--- src/common/rsched_pkg.sv ---
// shared widths, buffer depths and enums for the read scheduler RTL and its testbench
package rsched_pkg;

	////////////////////////////////////////////////////////////////////////////
	// word counts and positions
	////////////////////////////////////////////////////////////////////////////

	// word counts and end of packet positions share this width
	localparam int VALID_WIDTH = 4;

	// a single input beat never carries more than this many words
	localparam logic [VALID_WIDTH-1:0] MAX_BEAT_WORDS = VALID_WIDTH'(8);

	// size of a full read group
	localparam logic [VALID_WIDTH-1:0] GROUP_WORDS = VALID_WIDTH'(8);

	////////////////////////////////////////////////////////////////////////////
	// buffer depths
	////////////////////////////////////////////////////////////////////////////

	// entries in the write side beat FIFO
	localparam int WR_FIFO_DEPTH = 16;

	// entries in the read side group FIFO
	localparam int RD_FIFO_DEPTH = 16;

	////////////////////////////////////////////////////////////////////////////
	// enums
	////////////////////////////////////////////////////////////////////////////

	// classification of the beat presented to the scheduler
	typedef enum logic [1:0] {
		beat_none = 2'd0,
		beat_mid  = 2'd1,
		beat_eop  = 2'd2
	} beat_kind_e;

	// st_flush lasts one cycle and emits the tail of a long packet head
	typedef enum logic {
		st_accept = 1'b0,
		st_flush  = 1'b1
	} sched_state_e;

endpackage

--- src/logic/sync_fifo.sv ---
// single clock FIFO with registered read data, built for both the beat and group buffers
`timescale 1ns/10ps

module sync_fifo #(
	parameter int WIDTH = 8,
	parameter int DEPTH = 16
)(
	input  logic             clk_rd,
	input  logic             aclr_rd,
	input  logic             push,
	input  logic [WIDTH-1:0] push_data,
	input  logic             pop,
	output logic [WIDTH-1:0] pop_data,
	output logic             empty,
	output logic             full
);

	// storage has no reset, the pointers and count say what is live
	logic [WIDTH-1:0]           mem [DEPTH];
	logic [$clog2(DEPTH)-1:0]   wr_ptr;
	logic [$clog2(DEPTH)-1:0]   rd_ptr;
	logic [$clog2(DEPTH+1)-1:0] count;

	assign empty = (count == '0);
	assign full  = (int'(count) == DEPTH);

	// pointers wrap explicitly so any depth works, not only powers of two
	always_ff @(posedge clk_rd or posedge aclr_rd) begin
		if (aclr_rd) begin
			wr_ptr <= '0;
			rd_ptr <= '0;
			count  <= '0;
		end else begin
			if (push)
				wr_ptr <= (int'(wr_ptr) == DEPTH - 1) ? '0 : wr_ptr + 1'b1;
			if (pop)
				rd_ptr <= (int'(rd_ptr) == DEPTH - 1) ? '0 : rd_ptr + 1'b1;
			// occupancy only moves when exactly one side is active
			case ({push, pop})
				2'b10:   count <= count + 1'b1;
				2'b01:   count <= count - 1'b1;
				default: count <= count;
			endcase
		end
	end

	// write port and registered read port
	// read data shows up the cycle after pop and holds until the next pop
	always_ff @(posedge clk_rd) begin
		if (push)
			mem[wr_ptr] <= push_data;
		if (pop)
			pop_data <= mem[rd_ptr];
	end

	// the owning block gates pop with empty and push with full
	a_no_underflow: assert property (@(posedge clk_rd) disable iff (aclr_rd)
		!(pop && empty));
	a_no_overflow: assert property (@(posedge clk_rd) disable iff (aclr_rd)
		!(push && full));

endmodule

--- src/decode/beat_decoder.sv ---
// registers incoming beats, buffers them in the write FIFO and presents one classified beat
`timescale 1ns/10ps

module beat_decoder (
	input  logic                                clk_rd,
	input  logic                                aclr_rd,
	input  logic [rsched_pkg::VALID_WIDTH-1:0]  wr_num_valid,
	input  logic [rsched_pkg::VALID_WIDTH-1:0]  wr_eop_position,
	input  logic                                sched_wait,
	output rsched_pkg::beat_kind_e              beat_kind,
	output logic [rsched_pkg::VALID_WIDTH-1:0]  beat_words,
	output logic [rsched_pkg::VALID_WIDTH-1:0]  beat_eop_position,
	output logic                                wr_overflow
);

	////////////////////////////////////////////////////////////////////////////
	// input registers
	////////////////////////////////////////////////////////////////////////////

	logic [rsched_pkg::VALID_WIDTH-1:0] wr_num_valid_r;
	logic [rsched_pkg::VALID_WIDTH-1:0] wr_eop_position_r;

	// these are reset because a nonzero count is itself the write request
	always_ff @(posedge clk_rd or posedge aclr_rd) begin
		if (aclr_rd) begin
			wr_num_valid_r    <= '0;
			wr_eop_position_r <= '0;
		end else begin
			wr_num_valid_r    <= wr_num_valid;
			wr_eop_position_r <= wr_eop_position;
		end
	end

	////////////////////////////////////////////////////////////////////////////
	// write side FIFO
	////////////////////////////////////////////////////////////////////////////

	logic                                 beat_arrived;
	logic                                 wrfifo_push;
	logic                                 wrfifo_pop;
	logic                                 wrfifo_empty;
	logic                                 wrfifo_full;
	logic [2*rsched_pkg::VALID_WIDTH-1:0] wrfifo_q;
	logic                                 held_valid;
	logic                                 beat_consumed;

	// empty beats carry nothing for the scheduler so they never enter the FIFO
	assign beat_arrived = (wr_num_valid_r != '0);
	assign wrfifo_push  = beat_arrived && !wrfifo_full;

	sync_fifo #(
		.WIDTH (2*rsched_pkg::VALID_WIDTH),
		.DEPTH (rsched_pkg::WR_FIFO_DEPTH)
	) i_wr_fifo (
		.clk_rd    (clk_rd),
		.aclr_rd   (aclr_rd),
		.push      (wrfifo_push),
		.push_data ({wr_num_valid_r, wr_eop_position_r}),
		.pop       (wrfifo_pop),
		.pop_data  (wrfifo_q),
		.empty     (wrfifo_empty),
		.full      (wrfifo_full)
	);

	// a beat that finds the FIFO full is lost, the flag stays up until reset
	always_ff @(posedge clk_rd or posedge aclr_rd) begin
		if (aclr_rd)
			wr_overflow <= 1'b0;
		else if (beat_arrived && wrfifo_full)
			wr_overflow <= 1'b1;
	end

	////////////////////////////////////////////////////////////////////////////
	// held beat toward the scheduler
	////////////////////////////////////////////////////////////////////////////

	// the FIFO output register acts as the holding stage for the presented beat
	assign beat_consumed = held_valid && !sched_wait;
	assign wrfifo_pop    = !wrfifo_empty && (!held_valid || beat_consumed);

	always_ff @(posedge clk_rd or posedge aclr_rd) begin
		if (aclr_rd)
			held_valid <= 1'b0;
		else if (wrfifo_pop)
			held_valid <= 1'b1;
		else if (beat_consumed)
			held_valid <= 1'b0;
	end

	// FIFO data is masked so an empty stage always shows as zeros
	assign beat_words        = held_valid ? wrfifo_q[2*rsched_pkg::VALID_WIDTH-1:
		rsched_pkg::VALID_WIDTH] : '0;
	assign beat_eop_position = held_valid ? wrfifo_q[rsched_pkg::VALID_WIDTH-1:0] : '0;

	// a nonzero end of packet position marks the beat as closing a packet
	always_comb begin
		if (!held_valid)
			beat_kind = rsched_pkg::beat_none;
		else if (beat_eop_position != '0)
			beat_kind = rsched_pkg::beat_eop;
		else
			beat_kind = rsched_pkg::beat_mid;
	end

	// the beat the scheduler sees must still be well formed after the FIFO
	a_eop_in_beat: assert property (@(posedge clk_rd) disable iff (aclr_rd)
		(beat_kind == rsched_pkg::beat_eop) |->
		(beat_eop_position <= beat_words && beat_words <= rsched_pkg::MAX_BEAT_WORDS));

endmodule

--- src/execute/regroup_scheduler.sv ---
// regroups presented beat word counts into read groups that never cross a packet boundary
`timescale 1ns/10ps

module regroup_scheduler (
	input  logic                                clk_rd,
	input  logic                                aclr_rd,
	input  rsched_pkg::beat_kind_e              beat_kind,
	input  logic [rsched_pkg::VALID_WIDTH-1:0]  beat_words,
	input  logic [rsched_pkg::VALID_WIDTH-1:0]  beat_eop_position,
	output logic                                sched_wait,
	output logic [rsched_pkg::VALID_WIDTH-1:0]  grp_words
);

	////////////////////////////////////////////////////////////////////////////
	// state
	////////////////////////////////////////////////////////////////////////////

	rsched_pkg::sched_state_e state;
	rsched_pkg::sched_state_e state_nxt;

	// words of the open packet not yet sent, always below a full group
	logic [rsched_pkg::VALID_WIDTH-1:0] acc;
	logic [rsched_pkg::VALID_WIDTH-1:0] acc_nxt;

	// tail of a long packet head that goes out in the flush cycle
	logic [rsched_pkg::VALID_WIDTH-1:0] flush_words;
	logic [rsched_pkg::VALID_WIDTH-1:0] flush_nxt;

	logic [rsched_pkg::VALID_WIDTH-1:0] grp_nxt;

	// acc is at most 7 and a beat at most 8, so 15 still fits the count width
	logic [rsched_pkg::VALID_WIDTH-1:0] sum;
	logic [rsched_pkg::VALID_WIDTH-1:0] head;

	// the decoder holds its beat for as long as a flush is in progress
	assign sched_wait = (state == rsched_pkg::st_flush);

	assign sum  = acc + beat_words;
	assign head = acc + beat_eop_position;

	////////////////////////////////////////////////////////////////////////////
	// next state and group
	////////////////////////////////////////////////////////////////////////////

	always_comb begin
		state_nxt = state;
		acc_nxt   = acc;
		flush_nxt = flush_words;
		grp_nxt   = '0;
		case (state)
			rsched_pkg::st_accept: begin
				// sched_wait is low here so any present beat is consumed now
				case (beat_kind)
					rsched_pkg::beat_mid: begin
						// the packet continues, send a full group once 8 words are in
						if (sum >= rsched_pkg::GROUP_WORDS) begin
							grp_nxt = rsched_pkg::GROUP_WORDS;
							acc_nxt = sum - rsched_pkg::GROUP_WORDS;
						end else begin
							acc_nxt = sum;
						end
					end
					rsched_pkg::beat_eop: begin
						// head is everything of the closing packet still unsent
						if (head <= rsched_pkg::GROUP_WORDS) begin
							grp_nxt = head;
						end else begin
							// full group now and the rest on the next cycle
							grp_nxt   = rsched_pkg::GROUP_WORDS;
							flush_nxt = head - rsched_pkg::GROUP_WORDS;
							state_nxt = rsched_pkg::st_flush;
						end
						// words after the end of packet open the next packet
						acc_nxt = beat_words - beat_eop_position;
					end
					default: begin
						acc_nxt = acc;
					end
				endcase
			end
			rsched_pkg::st_flush: begin
				// no beat is taken in this cycle, only the stored tail goes out
				grp_nxt   = flush_words;
				flush_nxt = '0;
				state_nxt = rsched_pkg::st_accept;
			end
			default: begin
				state_nxt = rsched_pkg::st_accept;
			end
		endcase
	end

	////////////////////////////////////////////////////////////////////////////
	// registers
	////////////////////////////////////////////////////////////////////////////

	// groups leave registered, one cycle after the beat that completes them
	always_ff @(posedge clk_rd or posedge aclr_rd) begin
		if (aclr_rd) begin
			state       <= rsched_pkg::st_accept;
			acc         <= '0;
			flush_words <= '0;
			grp_words   <= '0;
		end else begin
			state       <= state_nxt;
			acc         <= acc_nxt;
			flush_words <= flush_nxt;
			grp_words   <= grp_nxt;
		end
	end

	////////////////////////////////////////////////////////////////////////////
	// checks
	////////////////////////////////////////////////////////////////////////////

	// a well formed closing beat always leaves less than a full group open
	a_acc_bound: assert property (@(posedge clk_rd) disable iff (aclr_rd)
		acc < rsched_pkg::GROUP_WORDS);

	// a beat waiting through the flush cycle reaches the next cycle unchanged
	a_wait_holds_beat: assert property (@(posedge clk_rd) disable iff (aclr_rd)
		(sched_wait && beat_kind != rsched_pkg::beat_none) |=>
		(beat_kind == $past(beat_kind) && $stable(beat_words) &&
		$stable(beat_eop_position)));

endmodule

--- src/result/read_buffer.sv ---
// queues read groups from the scheduler, holds them while paused and drives the output count
`timescale 1ns/10ps

module read_buffer (
	input  logic                                clk_rd,
	input  logic                                aclr_rd,
	input  logic [rsched_pkg::VALID_WIDTH-1:0]  grp_words,
	input  logic                                rd_pause,
	output logic [rsched_pkg::VALID_WIDTH-1:0]  rd_num_valid,
	output logic                                rd_overflow
);

	logic                               grp_arrived;
	logic                               rdfifo_push;
	logic                               rdfifo_pop;
	logic                               rdfifo_empty;
	logic                               rdfifo_full;
	logic [rsched_pkg::VALID_WIDTH-1:0] rdfifo_q;
	logic                               rdfifo_q_valid;

	////////////////////////////////////////////////////////////////////////////
	// group FIFO
	////////////////////////////////////////////////////////////////////////////

	// the scheduler never waits on this side, a full buffer drops the group
	assign grp_arrived = (grp_words != '0);
	assign rdfifo_push = grp_arrived && !rdfifo_full;

	// the reader side drains whenever it is not paused
	assign rdfifo_pop  = !rdfifo_empty && !rd_pause;

	sync_fifo #(
		.WIDTH (rsched_pkg::VALID_WIDTH),
		.DEPTH (rsched_pkg::RD_FIFO_DEPTH)
	) i_rd_fifo (
		.clk_rd    (clk_rd),
		.aclr_rd   (aclr_rd),
		.push      (rdfifo_push),
		.push_data (grp_words),
		.pop       (rdfifo_pop),
		.pop_data  (rdfifo_q),
		.empty     (rdfifo_empty),
		.full      (rdfifo_full)
	);

	// lost groups are remembered until the next reset
	always_ff @(posedge clk_rd or posedge aclr_rd) begin
		if (aclr_rd)
			rd_overflow <= 1'b0;
		else if (grp_arrived && rdfifo_full)
			rd_overflow <= 1'b1;
	end

	////////////////////////////////////////////////////////////////////////////
	// output register
	////////////////////////////////////////////////////////////////////////////

	// read data is fresh only in the cycle right after a pop
	// the output register then zeroes every cycle without a new group
	always_ff @(posedge clk_rd or posedge aclr_rd) begin
		if (aclr_rd) begin
			rdfifo_q_valid <= 1'b0;
			rd_num_valid   <= '0;
		end else begin
			rdfifo_q_valid <= rdfifo_pop;
			rd_num_valid   <= rdfifo_q_valid ? rdfifo_q : '0;
		end
	end

endmodule

--- src/logic/buffered_read_scheduler.sv ---
// top level of the buffered read scheduler, connects decoder, scheduler and read buffer
`timescale 1ns/10ps

module buffered_read_scheduler (
	input  logic                                clk_rd,
	input  logic                                aclr_rd,
	input  logic [rsched_pkg::VALID_WIDTH-1:0]  wr_num_valid,
	input  logic [rsched_pkg::VALID_WIDTH-1:0]  wr_eop_position,
	input  logic                                rd_pause,
	output logic [rsched_pkg::VALID_WIDTH-1:0]  rd_num_valid,
	output logic                                wr_overflow,
	output logic                                rd_overflow
);

	////////////////////////////////////////////////////////////////////////////
	// decoder to scheduler
	////////////////////////////////////////////////////////////////////////////

	rsched_pkg::beat_kind_e             beat_kind;
	logic [rsched_pkg::VALID_WIDTH-1:0] beat_words;
	logic [rsched_pkg::VALID_WIDTH-1:0] beat_eop_position;
	logic                               sched_wait;

	// scheduler to read buffer, nonzero for one cycle per group
	logic [rsched_pkg::VALID_WIDTH-1:0] grp_words;

	beat_decoder i_beat_decoder (
		.clk_rd            (clk_rd),
		.aclr_rd           (aclr_rd),
		.wr_num_valid      (wr_num_valid),
		.wr_eop_position   (wr_eop_position),
		.sched_wait        (sched_wait),
		.beat_kind         (beat_kind),
		.beat_words        (beat_words),
		.beat_eop_position (beat_eop_position),
		.wr_overflow       (wr_overflow)
	);

	regroup_scheduler i_regroup_scheduler (
		.clk_rd            (clk_rd),
		.aclr_rd           (aclr_rd),
		.beat_kind         (beat_kind),
		.beat_words        (beat_words),
		.beat_eop_position (beat_eop_position),
		.sched_wait        (sched_wait),
		.grp_words         (grp_words)
	);

	read_buffer i_read_buffer (
		.clk_rd       (clk_rd),
		.aclr_rd      (aclr_rd),
		.grp_words    (grp_words),
		.rd_pause     (rd_pause),
		.rd_num_valid (rd_num_valid),
		.rd_overflow  (rd_overflow)
	);

endmodule

--- config.mk ---
export PLATFORM = sky130hd
export DESIGN_NAME = buffered_read_scheduler
export DESIGN_NICKNAME = d
export VERILOG_FILES = /design/src/common/rsched_pkg.sv /design/src/logic/sync_fifo.sv /design/src/decode/beat_decoder.sv /design/src/execute/regroup_scheduler.sv /design/src/result/read_buffer.sv /design/src/logic/buffered_read_scheduler.sv
export SDC_FILE = /design/constraint.sdc
export NUM_CORES = 1
export LEC_CHECK = 0
export BUFFER_PORTS_ARGS = -buffer_cell sky130_fd_sc_hd__buf_4
export CAP_MARGIN = 20
export CORE_ASPECT_RATIO = 1.5
export CORE_MARGIN = 5
export CORE_UTILIZATION = 50
export CTS_CLUSTER_SIZE = 40
export DETAILED_ROUTE_END_ITERATION = 6
export GPL_TIMING_DRIVEN = 0
export PLACE_DENSITY = 0.66
export SKIP_CTS_REPAIR_TIMING = 1
export SYNTH_ARGS = -nofsm -noshare
export SYNTH_HDL_FRONTEND = slang
export SYNTH_HIERARCHICAL = 1
export SYNTH_SLANG_ARGS = --single-unit
export TNS_END_PERCENT = 50
--- constraint.sdc ---
create_clock -name clk_rd -period 4.95 [get_ports clk_rd]
set_input_delay 0.7425 -clock clk_rd [delete_from_list [all_inputs] [get_ports clk_rd]]
set_output_delay 0.7425 -clock clk_rd [all_outputs]
set_load 0.05 [all_outputs]
==> metrics.txt <==
Worst setup EP type=flip-flop; synth cell count leaders=204 x edfxtp_1, 55 x dfrtp_1, 47 x and2_1, 38 x nand2_1, 37 x mux4_2; CP max FO=17; Pleak=0.00458 uW; synthesized area per cell=16.8 um2; post-route worst setup slack=1670 ps; Area growth, synth to finish=12.5%; Slew @ Worst Pin=~990 ps; Final ANT Viol Nets=0; Die Y=192 um; Syn Nets=699; die width=131 um; CP required=5360 ps; core footprint=between 0.02 and 0.025 mm2; ranking of synthesized cells by area=edfxtp_1 56%, dfrtp_1 12%, mux4_2 7.6%; Top delay family on crit path=simple AND/OR/NAND/NOR gates; Ports=17; input/output buffers=16; outcome=finished, final reports clean; initial antenna violation count=0; Period minus WS final=3280 ps; Worst path most repeated cell=ha_1; TritonRoute pass-1 iters=4; Seq cells post-synth=259; largest net degree at the start of global routing=18; TritonCTS Buffers=25; Starting Density=0.507; Mapped Cells=656; PwrDens=667 mW/mm2; Detailed Place HPWL=14700 um; leading area contributor after synthesis=edfxtp_1; Final Hold Viols=0; Netlist cell types=57; Rel. slew slack=0.339; synthesized cell area=about 0.011 mm2; Setup WS pre-CTS=1650 ps; number of global-route vias before repair=approximately 6.1k; Buf/Inv on CP=2; via count=5662; startpoint types=flip-flop; clock sink count=259; Post-synth EDFFs=about 200; diode count=0; gr usage total=0.171; Fin Clk Skew=18.6 ps; clk_lat worst skew=approximately 540 ps; ys flop type=edfxtp_1; GRT overflow=0; cell with the most instances after synthesis=edfxtp_1; drt total wl=roughly 21000 um; async set-or-reset flop fraction in the synthesized netlist=0.212; worst hold-check path type=in -> async; Synth top area share=0.556; share of post-route cells with drive strength above 1=0.178; max-slew violation count=0; Max clock buf depth=3; Critical Path Max Stage Delay=770 ps; Worst-path clk slew=70 ps; CP cell instances=or4_4, nor2b_1, inv_1, ha_1, buf_2, xor2_1, ha_1, o21ai_0, nor4b_1, a211oi_1, xnor2_1; Residual DRC=0; Tcrit/Tclk final=0.663; Routability Congestion=0.838; first-pass GRT wire length=33700 um; num rows=66; sequential-to-total area share from yosys stat=0.681; root buffer cell=clkbuf_16; Worst Path Arrival=about 3700 ps; TNS Setup=0 ps; H-tree depth=1; fin nets=743; DR WL/cell=21.5 um; Final Util=0.571; RSZ-0062 raised after global routing=no; Crit-path slowest cell=dfrtp_1; vias per inst=between 5 and 6; yosys warns=6; critical path type=reg -> reg; number of DRC markers in iteration 0=just over 400; CTS tree=yes; Die ar.=between 0.02 and 0.03 mm2; final setup violating endpoints=0; number of max-cap violations=0; maximum VDD drop=349 uV; Max Fclk=a little over 300 MHz
[cell families (layout without fill, tap and decap cells)]
family,Yosys count,count (layout),synth area share
flip-flops,259,259,0.681
AO/OA/AOI/OAI,67,67,0.0411
adder cells (fa/ha/maj),32,32,0.0384
multiplexers,59,59,0.113
AND/OR/NAND/NOR,167,167,0.0840
buffers and inverters,49,112,0.0246
XOR/XNOR,23,23,0.0183
[worst paths after layout]
kind	start	endpoint	slack, ps	cells after the start
worst max-delay path	i_beat_decoder/wr_num_valid_r[3]$_DFF_PP0_	i_beat_decoder/i_wr_fifo/count[4]$_DFFE_PP0P_	1670	11
worst min-delay path	aclr_rd	i_read_buffer/rd_num_valid[2]$_DFF_PP0_	190	2
worst max register to register	i_beat_decoder/wr_num_valid_r[3]$_DFF_PP0_	i_beat_decoder/i_wr_fifo/count[4]$_DFFE_PP0P_	1670	11
worst min register to register	i_read_buffer/i_rd_fifo/pop_data[2]$_DFFE_PP_	i_read_buffer/rd_num_valid[2]$_DFF_PP0_	470	1
max in group asynchronous	aclr_rd	i_read_buffer/i_rd_fifo/rd_ptr[1]$_DFFE_PP0P_	4240	2
min in group clk_rd	wr_num_valid[1]	i_beat_decoder/wr_num_valid_r[1]$_DFF_PP0_	310	1
[flip-flops by register name, summed over array words and instances, names as in the netlist, 4 cells and up]
signal / cells
i_beat_decoder/wr_eop_position_r: 4
i_beat_decoder/i_wr_fifo/pop_data: 8
i_beat_decoder/i_wr_fifo/rd_ptr: 4
i_read_buffer/i_rd_fifo/pop_data: 4
i_regroup_scheduler/acc: 4
i_beat_decoder/i_wr_fifo/mem: 128
i_regroup_scheduler/flush_words: 4
i_read_buffer/i_rd_fifo/rd_ptr: 4
i_read_buffer/i_rd_fifo/wr_ptr: 4
i_beat_decoder/i_wr_fifo/wr_ptr: 4
i_beat_decoder/wr_num_valid_r: 4
i_read_buffer/i_rd_fifo/mem: 64
i_read_buffer/i_rd_fifo/count: 5
i_read_buffer/rd_num_valid: 4
i_beat_decoder/i_wr_fifo/count: 5
i_regroup_scheduler/grp_words: 4
[power breakdown]
| group | switching (uW) | total, uW | internal [uW] |
|---|---|---|---|
| clock network | 819 | 2060 | 1240 |
| logic | 1640 | 2940 | 1310 |
| registers | 306 | 3260 | 2960 |
[routing by layer]
layer / share of wire / global-route usage
met5: 0 / 0
met4: 0.033 / 0.0552
met3: 0.037 / 0.0244
met2: 0.57 / 0.340
met1: 0.36 / 0.185
[cell type report]
type,instances,area [um2]
inverter,24,90.1
sequential,259,7500
timing repair buffer,17,128
clock inverter,17,241
clock buffer,29,671
tap,272,340
multi-input combinational,348,3250
fill,1663,9320
buffer,25,181
[stage by stage]
step	power (uW)	area (um2)	cells	hold slack [ps]
2_1_floorplan	5440	11000	656	433
3_3_place_gp	6130	11500	944	446
3_5_place_dp	6290	11500	945	458
4_1_cts	8370	12400	991	179
5_1_grt	8780	12400	991	181
6_report	8270	12400	991	186
[cell usage in the layout, fill, tap and decap left out, types with 8 or more instances in the layout]
master,synthesis,routed
edfxtp_1,204,204
dfrtp_1,55,55
and2_1,47,47
nand2_1,38,38
mux4_2,37,37
ha_1,29,29
clkbuf_16,0,25
inv_1,24,24
a22oi_1,20,20
nor2_1,19,19
buf_4,1,18
o21ai_0,15,15
nand3_1,15,15
xnor2_1,14,14
a21oi_1,13,13
mux4_1,11,11
nor2b_1,9,9
xor2_1,9,9
clkbuf_1,7,8
buf_2,8,8
Note: power is estimated with default switching activity, not from simulation.
